### src/rename_pkg.sv
package rename_pkg;

    // Architectural register file
    localparam int REG_COUNT = 32;  // Registers x0..x31
    localparam int REG_WIDTH = 5;   // Bits in a register address

    // Reorder buffer sizing
    localparam int ROB_DEPTH = 32;  // Entries in flight at most
    localparam int TAG_WIDTH = 5;   // A tag is the ROB slot index

    // The count must also hold ROB_DEPTH itself when full
    localparam int COUNT_WIDTH = 6;

    // x0 reads as zero and is never renamed
    localparam logic [REG_WIDTH-1:0] ZERO_REG = '0;

    // Depth and tag width are tied together, so the tag wraps on its own
    // at the end of the buffer and no compare against ROB_DEPTH-1 is needed

endpackage

### src/rename_if_pkg.sv
package rename_if_pkg;

    // Register addresses of one instruction at dispatch
    typedef struct packed {
        logic [rename_pkg::REG_WIDTH-1:0] rs1;  // Source operand 1
        logic [rename_pkg::REG_WIDTH-1:0] rs2;  // Source operand 2
        logic [rename_pkg::REG_WIDTH-1:0] rd;   // Destination
    } dispatch_req_t;

    // Rename result for one source operand
    typedef struct packed {
        logic                             busy;   // Producer still in flight
        logic                             ready;  // Producer value sits in the ROB
        logic [rename_pkg::TAG_WIDTH-1:0] tag;    // ROB slot of the producer
    } operand_tag_t;

    // Completion broadcast on the common data bus
    typedef struct packed {
        logic                             valid;
        logic [rename_pkg::TAG_WIDTH-1:0] tag;    // Slot that just completed
    } cdb_t;

    // Head of the ROB leaving the machine
    typedef struct packed {
        logic [rename_pkg::REG_WIDTH-1:0] rd;     // Architectural destination
        logic [rename_pkg::TAG_WIDTH-1:0] tag;    // Slot being freed
    } retire_t;

endpackage

### src/map_table.sv
`timescale 1ns/1ps

module map_table (
    input  logic                                clock,
    input  logic                                reset,
    input  logic                                dispatch_fire,
    input  rename_if_pkg::dispatch_req_t        dispatch_req,
    input  logic [rename_pkg::TAG_WIDTH-1:0]    alloc_tag,
    input  rename_if_pkg::cdb_t                 cdb,
    input  logic                                retire_fire,
    input  rename_if_pkg::retire_t              retire,
    output rename_if_pkg::operand_tag_t         rs1_operand,
    output rename_if_pkg::operand_tag_t         rs2_operand
);

    logic                             busy  [rename_pkg::REG_COUNT];  // Newest producer in flight
    logic                             ready [rename_pkg::REG_COUNT];  // That producer has completed
    logic [rename_pkg::TAG_WIDTH-1:0] tags  [rename_pkg::REG_COUNT];  // ROB slot of newest producer

    logic rename_dest;  // Dispatch writes a real destination

    assign rename_dest = dispatch_fire && (dispatch_req.rd != rename_pkg::ZERO_REG);

    // Source lookup against the state before this cycle's destination write.
    // A CDB hit in the same cycle is folded in so the operand is not left waiting.
    function automatic rename_if_pkg::operand_tag_t lookup(
        input logic [rename_pkg::REG_WIDTH-1:0] addr
    );
        rename_if_pkg::operand_tag_t result;
        result = '0;
        if (addr != rename_pkg::ZERO_REG && busy[addr]) begin
            result.busy  = 1'b1;
            result.tag   = tags[addr];
            result.ready = ready[addr] || (cdb.valid && cdb.tag == tags[addr]);  // Bypass
        end
        return result;
    endfunction

    always_comb begin
        rs1_operand = lookup(dispatch_req.rs1);
        rs2_operand = lookup(dispatch_req.rs2);
    end

    // Busy and ready bits. Later assignments win, so the order below gives
    // dispatch priority over retire, and retire over the CDB set.
    always_ff @(posedge clock) begin
        if (reset) begin
            for (int i = 0; i < rename_pkg::REG_COUNT; i++) begin
                busy[i]  <= 1'b0;
                ready[i] <= 1'b0;
            end
        end else begin
            for (int i = 0; i < rename_pkg::REG_COUNT; i++) begin
                // CAM match on the broadcast tag
                if (cdb.valid && busy[i] && tags[i] == cdb.tag) begin
                    ready[i] <= 1'b1;
                end

                // Only clear if no newer rename took the register over
                if (retire_fire && retire.rd == rename_pkg::REG_WIDTH'(i)
                        && busy[i] && tags[i] == retire.tag) begin
                    busy[i]  <= 1'b0;
                    ready[i] <= 1'b0;
                end

                if (rename_dest && dispatch_req.rd == rename_pkg::REG_WIDTH'(i)) begin
                    busy[i]  <= 1'b1;
                    ready[i] <= 1'b0;  // New producer not done yet
                end
            end
        end
    end

    // Destination rename records the producer tag
    always_ff @(posedge clock) begin
        if (rename_dest) begin
            tags[dispatch_req.rd] <= alloc_tag;
        end
    end

endmodule

### src/rob.sv
`timescale 1ns/1ps

module rob (
    input  logic                                clock,
    input  logic                                reset,
    input  logic                                dispatch_valid,
    input  logic [rename_pkg::REG_WIDTH-1:0]    dispatch_rd,
    output logic                                dispatch_ready,
    output logic [rename_pkg::TAG_WIDTH-1:0]    alloc_tag,
    input  rename_if_pkg::cdb_t                 cdb,
    output logic                                retire_valid,
    output rename_if_pkg::retire_t              retire,
    input  logic                                retire_ready
);

    logic [rename_pkg::TAG_WIDTH-1:0]   head;   // Oldest instruction
    logic [rename_pkg::TAG_WIDTH-1:0]   tail;   // Next slot to hand out
    logic [rename_pkg::COUNT_WIDTH-1:0] count;  // Entries in flight

    logic [rename_pkg::REG_WIDTH-1:0] rd_mem [rename_pkg::ROB_DEPTH];  // Destination per slot
    logic                             done   [rename_pkg::ROB_DEPTH];  // Completed via CDB

    logic alloc;      // Dispatch transfer this cycle
    logic dealloc;    // Retire transfer this cycle
    logic full;
    logic empty;

    assign full  = (count == rename_pkg::COUNT_WIDTH'(rename_pkg::ROB_DEPTH));
    assign empty = (count == '0);

    assign dispatch_ready = !full;
    assign alloc_tag      = tail;  // Tag is simply the tail slot
    assign alloc          = dispatch_valid && dispatch_ready;

    // Head is offered only once its result has been broadcast
    assign retire_valid = !empty && done[head];
    assign retire.rd    = rd_mem[head];
    assign retire.tag   = head;
    assign dealloc      = retire_valid && retire_ready;

    // Pointers wrap by overflow since depth is a power of two
    always_ff @(posedge clock) begin
        if (reset) begin
            head <= '0;
            tail <= '0;
        end else begin
            if (alloc) begin
                tail <= tail + 1'b1;
            end
            if (dealloc) begin
                head <= head + 1'b1;
            end
        end
    end

    always_ff @(posedge clock) begin
        if (reset) begin
            count <= '0;
        end else begin
            case ({alloc, dealloc})
                2'b10:   count <= count + 1'b1;
                2'b01:   count <= count - 1'b1;
                default: count <= count;  // Both or neither
            endcase
        end
    end

    // Completion bits. A fresh allocation starts not done.
    always_ff @(posedge clock) begin
        if (reset) begin
            for (int i = 0; i < rename_pkg::ROB_DEPTH; i++) begin
                done[i] <= 1'b0;
            end
        end else begin
            if (cdb.valid) begin
                done[cdb.tag] <= 1'b1;
            end
            if (alloc) begin
                done[tail] <= 1'b0;
            end
        end
    end

    always_ff @(posedge clock) begin
        if (alloc) begin
            rd_mem[tail] <= dispatch_rd;
        end
    end

endmodule

### src/rename_unit.sv
`timescale 1ns/1ps

module rename_unit (
    input  logic                                clock,
    input  logic                                reset,
    input  logic                                dispatch_valid,
    input  rename_if_pkg::dispatch_req_t        dispatch_req,
    output logic                                dispatch_ready,
    output logic [rename_pkg::TAG_WIDTH-1:0]    dispatch_tag,
    output rename_if_pkg::operand_tag_t         rs1_operand,
    output rename_if_pkg::operand_tag_t         rs2_operand,
    input  rename_if_pkg::cdb_t                 cdb,
    output logic                                retire_valid,
    output rename_if_pkg::retire_t              retire,
    input  logic                                retire_ready
);

    logic                             dispatch_fire;  // Handshake on dispatch
    logic                             retire_fire;    // Handshake on retire
    logic [rename_pkg::TAG_WIDTH-1:0] alloc_tag;      // Tag from ROB tail

    assign dispatch_fire = dispatch_valid & dispatch_ready;
    assign retire_fire   = retire_valid & retire_ready;
    assign dispatch_tag  = alloc_tag;

    map_table map_table_i (
        .clock         (clock),
        .reset         (reset),
        .dispatch_fire (dispatch_fire),
        .dispatch_req  (dispatch_req),
        .alloc_tag     (alloc_tag),
        .cdb           (cdb),
        .retire_fire   (retire_fire),
        .retire        (retire),
        .rs1_operand   (rs1_operand),
        .rs2_operand   (rs2_operand)
    );

    rob rob_i (
        .clock          (clock),
        .reset          (reset),
        .dispatch_valid (dispatch_valid),
        .dispatch_rd    (dispatch_req.rd),
        .dispatch_ready (dispatch_ready),
        .alloc_tag      (alloc_tag),
        .cdb            (cdb),
        .retire_valid   (retire_valid),
        .retire         (retire),
        .retire_ready   (retire_ready)
    );

endmodule

### config.mk
export PLATFORM = sky130hd
export DESIGN_NAME = rename_unit
export DESIGN_NICKNAME = d
export VERILOG_FILES = /design/src/rename_pkg.sv /design/src/rename_if_pkg.sv /design/src/map_table.sv /design/src/rob.sv /design/src/rename_unit.sv
export SDC_FILE = /design/constraint.sdc
export NUM_CORES = 1
export LEC_CHECK = 0
export BUFFER_PORTS_ARGS = -buffer_cell sky130_fd_sc_hd__buf_4
export CAP_MARGIN = 20
export CORE_MARGIN = 2
export CORE_UTILIZATION = 35
export CTS_CLUSTER_DIAMETER = 100
export DETAILED_ROUTE_END_ITERATION = 8
export PLACE_DENSITY_LB_ADDON = 0.12
export SYNTH_ARGS = -nofsm -noshare
export SYNTH_HDL_FRONTEND = slang
export SYNTH_HIERARCHICAL = 1
export SYNTH_SLANG_ARGS = --single-unit
### constraint.sdc
create_clock -name clock -period 6.5 [get_ports clock]
set_input_delay 1.3 -clock clock [delete_from_list [all_inputs] [get_ports clock]]
set_output_delay 1.3 -clock clock [all_outputs]
set_load 0.005 [all_outputs]
# Yosys cells after proc, flatten, opt, wreduce, memory -nomap -nowiden
# Memory sizes are Yosys's and may differ from the RTL's. A register that Yosys moved wholly into a read port is not among the register bits.
# Cells that the tools add are included.
[op_classes]
add_sub_neg = 4
eq_ne = 131
n_mux = 472
bitwise = 162
reduce_logical = 213
[ops]
columns = ["operator", "n"]
rows = [
  ["$mux W1", 463],
  ["$eq A5 B5 Y1", 66],
  ["$logic_and A1 B1 Y1", 200],
  ["$eq A5 B5 Y1 const B", 32],
  ["$or A1 B1 Y1", 160],
  ["$eq A5 B4 Y1 const B", 16],
  ["$eq A5 B3 Y1 const B", 8],
  ["$mux W5", 6],
  ["$eq A5 B2 Y1 const B", 4],
  ["$reduce_bool A5 Y1", 3],
  ["$mux W7", 2],
  ["$pmux W6 S2", 1],
  ["$add A5 B1 Y5 const B", 2],
  ["$eq A5 B1 Y1 const B", 2],
  ["$logic_not A5 Y1", 2],
  ["$add A6 B1 Y6 const B", 1],
  ["$eq A6 B6 Y1 const B", 1],
  ["$logic_not A6 Y1", 1],
  ["$sub A6 B1 Y6 const B", 1],
  ["$and A1 B1 Y1", 2],
  ["$eq A2 B1 Y1 const B", 1],
  ["$eq A2 B2 Y1 const B", 1],
  ["$logic_not A1 Y1", 2],
  ["$logic_or A1 B1 Y1", 2],
  ["other kinds (2)", 3],
]
[word_totals]
register_bits = 16
ram_bits = 416
inputBits = 25
out_inout_bits = 31
wordCells = 990
mem_count = 5
[memory_table]
columns = ["name", "words", "width", "read_ports", "rd_clocked_by_memory_dff", "write_ports", "line_no", "source"]
rows = [
  ["map_table_i.tags", 32, 5, 34, 0, 1, "map_table.sv:18", "logic [rename_pkg::TAG_WIDTH-1:0] tags [rename_pkg::REG_COUNT];"],
  ["rob_i.rd_mem", 32, 5, 1, 1, 1, "rob.sv:20", "logic [rename_pkg::REG_WIDTH-1:0] rd_mem [rename_pkg::ROB_DEPTH];"],
  ["map_table_i.busy", 32, 1, 34, 0, 32, "map_table.sv:16", "logic busy [rename_pkg::REG_COUNT];"],
  ["map_table_i.ready", 32, 1, 2, 0, 32, "map_table.sv:17", "logic ready [rename_pkg::REG_COUNT];"],
  ["rob_i.done", 32, 1, 1, 1, 32, "rob.sv:21", "logic done [rename_pkg::ROB_DEPTH];"],
]

# Logic depth before layout (Yosys ltp)
[depth]
word_depth = 12
ltp_mapped = 16
depth_no_buf = 14

# By module
# Netlist, hierarchy kept.
[by_module_without_submodules]
columns = ["module", "n_inst", "cells_each", "area_per_inst_um2", "seq_area_each_um2"]
rows = [
  ["map_table", 1, 1318, 15622.5, 6726.5],
  ["rob", 1, 585, 8952.3, 5865.6],
  ["rename_unit", 1, 2, 12.5, 0.0],
]

# Worst setup path after synthesis
# OpenSTA, ideal clock, no wires.
[synth_timing]
path_type = "input to output"
from = "input port dispatch_req[10] (netlist bit)"
to = "output port rs1_operand[5] (netlist bit)"
arrival_ps = 3372
t_required_ps = 5200
path_slack_ps = 1828
cell_stages = 11
path_buffers = 4
cell_sequence = "buf_2 buf_4 buf_2 buf_2 mux2i_1 nand3_1 a32oi_1 o311ai_0 xnor2_1 nand4_1 o32ai_1"
[synth_rtl]
columns = ["item", "line_no", "source"]
rows = [
  ["start, declared", "rename_unit.sv:7", "input rename_if_pkg::dispatch_req_t dispatch_req,"],
  ["end, declared", "rename_unit.sv:10", "output rename_if_pkg::operand_tag_t rs1_operand,"],
]

==> results.py <==
metrics = {
    "cells_and_area": {
        "drive_above_1_share_pct": 18.50,
        "final_cell_count_no_fill": 2908,
        "diodes": 0,
        "seq_area_um2": 12610,
        "fillers": 6624,
        "mostFrequentLayoutCells": "edfxtp_1 (384), xnor2_1 (160), mux4_2 (158)",
        "area_delta_synth_final_pct": 12.53,
        "multi_input_area_um2": 11250,
        "final_common_cell": "edfxtp_1",
        "nNetsFinal": 1965,
    },
    "setup_path": {
        "end_kind": "output pin",
        "crit_start": "dispatch_req[6]",
        "start_kind": "input port",
        "critPathKind": "in2out",
        "crit_required_ns": 5.20,
        "crit_arrival_ns": 4.17,
        "crit_fanout": 32,
    },
    "routing": {
        "viasPerCell": 5.893,
        "drtAntennaViolNets": 0,
        "wl_per_cell_um": 30.85,
        "vias": 17140,
        "routed_wl_um": 89700,
        "drt_iter0_markers": 1820,
        "drc": 0,
        "dr.pass1.iters": 6,
    },
    "placement": {
        "dp_cells": 2816,
        "io_buffer_count": 55,
        "place_hpwl_um": 62690,
        "gp_congestion": 0.9605,
    },
    "global_route": {
        "track_usage_pct": 24.95,
        "grt_overflow_total": 0,
        "grt_pass1_wl_um": 128300,
        "grt_pass1_vias": 17180,
        "antenna_found_initial": 2,
        "grt_max_degree": 82,
    },
    "power_and_ir_drop": {
        "leakage_nw": 8.969,
        "power.density_nw_per_um2": 240.5,
        "irDropWorstVdd_mv": 0.2228,
    },
    "job": {
        "cap_viol_max_count": 0,
    },
    "yosys": {
        "ys.flop_type": "edfxtp_1",
        "netlist_area_um2": 24590,
        "ys_warn_count": 6,
        "avgSynthCellArea_um2": 12.91,
        "synth.distinct_cells": 72,
        "synth_seq_cells": 437,
        "postSynthCellCount": 1905,
        "synth-edff-count": 384,
        "async_flop_share_pct": 0,
        "ys_seq_area_share_pct": 51.21,
    },
    "clock_tree": {
        "numClockSinks": 437,
        "cts_max_level": 2,
        "cts_tree": "yes",
        "cts_setup_buffers": 0,
        "clock-root-buffer": "clkbuf_16",
        "path_clk_slew_ns": 0.06,
        "insertion_delay_ns": 0.62,
        "cts_hold_buf": 0,
        "numCtsBuffers": 51,
        "cts_resized": 0,
        "cts_buffer_depth": 3,
    },
    "timing": {
        "setup_viol": 0,
        "max_slew_margin_pct": 27.99,
        "fin_crit_sh_pct": 84.22,
        "setup_tns_ns": 0,
        "worst_pin_slew_ns": 1.080,
        "slew_viol_final": 0,
        "grt_setup_unrepaired": "no",
        "max_freq_ghz": 0.1827,
        "hold_viol": 0,
        "clock_skew_ns": 0.02765,
        "fin_crit_ns": 5.474,
    },
    "min_path": {
        "hold_path_class": "reg2reg",
        "min_from": "rob_i/count[2]",
    },
    "die": {
        "dieWidth_um": 269.0,
        "start_util_pct": 35.23,
        "core_area_um2": 69790,
        "io_pins": 56,
        "fp.dieH_um": 269.0,
        "die_area_um2": 72390,
        "rows": 97,
    },
    "outcome": {
        "status": "finished, final reports clean",
    },
}
where the power goes:
part / switching [mW] / total [mW] / leakage, nW / internal (mW)
Sequential: 0.0533 / 3.14 / 3.96 / 3.09
Combinational: 0.362 / 0.567 / 4.19 / 0.205
Clock: 1.22 / 2.95 / 0.825 / 1.72
Total: 1.64 / 6.66 / 8.97 / 5.02
cells by family after synthesis:
logic type	Yosys count	share of synthesized area [%]
multiplexers	214	17.11
buffers and inverters	171	3.094
flip-flops	437	51.21
XOR/XNOR	293	10.44
AND/OR/NAND/NOR	571	12.03
AO/OA/AOI/OAI	207	5.506
adder cells (fa/ha/maj)	11	0.5903
other	1	0.01525
path summary, 6_finish.rpt:
kind,to,slack [ns],depth (start not counted)
worst max-delay path,rs2_operand[5],1.03,10
worst min-delay path,rob_i/count[2],0.53,2
worst max register to register,map_table_i/ready[0],1.59,11
worst min register to register,rob_i/count[2],0.53,2
stage by stage:
step | setup WS [ns] | utilization [%] | power (mW) | hold WS, ns | cell area [µm²]
finish | 1.026 | 39.65 | 6.655 | 0.5299 | 27670
global route | 0.8090 | 39.65 | 6.841 | 0.5641 | 27670
detailed placement | 1.026 | 37.17 | 3.762 | 0.5249 | 25940
global placement | 1.024 | 37.17 | 3.758 | 0.5141 | 25940
CTS | 1.023 | 39.65 | 6.711 | 0.5395 | 27670
floorplan | 1.828 | - | 3.510 | 0.4782 | 24610
layout make-up:
| type | count | area share, % |
|---|---|---|
| multi-input cells | 1302 | 40.67 |
| repair buffers | 91 | 2.650 |
| inverters | 46 | 0.6240 |
| clock buffers | 62 | 4.870 |
| clock inverters | 30 | 1.370 |
| well taps | 940 | 4.251 |
| flip-flops and latches | 437 | 45.56 |
critical path, stage by stage:
cell and delay [ns]:
buf_4 0.45, buf_12 0.29, mux4_2 0.53, mux2i_1 0.19, mux2i_1 0.10, o21ai_1 0.22
xnor2_1 0.08, or3_1 0.35, o32ai_1 0.44, buf_4 0.20
layer usage:
metal / routed length (µm) / up-vias / global-route usage [%]
met4: 3390 / 4 / 9.159
met2: 44120 / 772 / 42.38
met3: 5834 / 175 / 3.553
li1: - / 7322 / -
met5: 23 / - / 0
met1: 36340 / 8865 / 32.47
state kept, by name (all words and copies together) (netlist names), named ones only:
signal             flops
rob_i/done            32
rob_i/alloc_tag        5
rob_i/rd_mem         160
rob_i/head             5
map_table_i/tags     160
rob_i/count            6
map_table_i/ready     32
map_table_i/busy      32
synth_stat cells (43+ instances only):
master,instances,area [µm²]
nor2b_1,54,337.8
nor3_1,58,290.3
clkbuf_1,57,214.0
mux2i_1,45,450.4
xnor2_1,160,1401
dfxtp_1,53,1061
edfxtp_1,384,11530
nor2_1,145,544.3
mux4_2,158,3558
a21oi_1,77,385.4
nand4_1,56,350.3
inv_1,43,161.4
nor4_1,48,300.3
nand2_1,80,300.3
xor2_1,133,1165
Note: power is estimated with default switching activity, not from simulation.
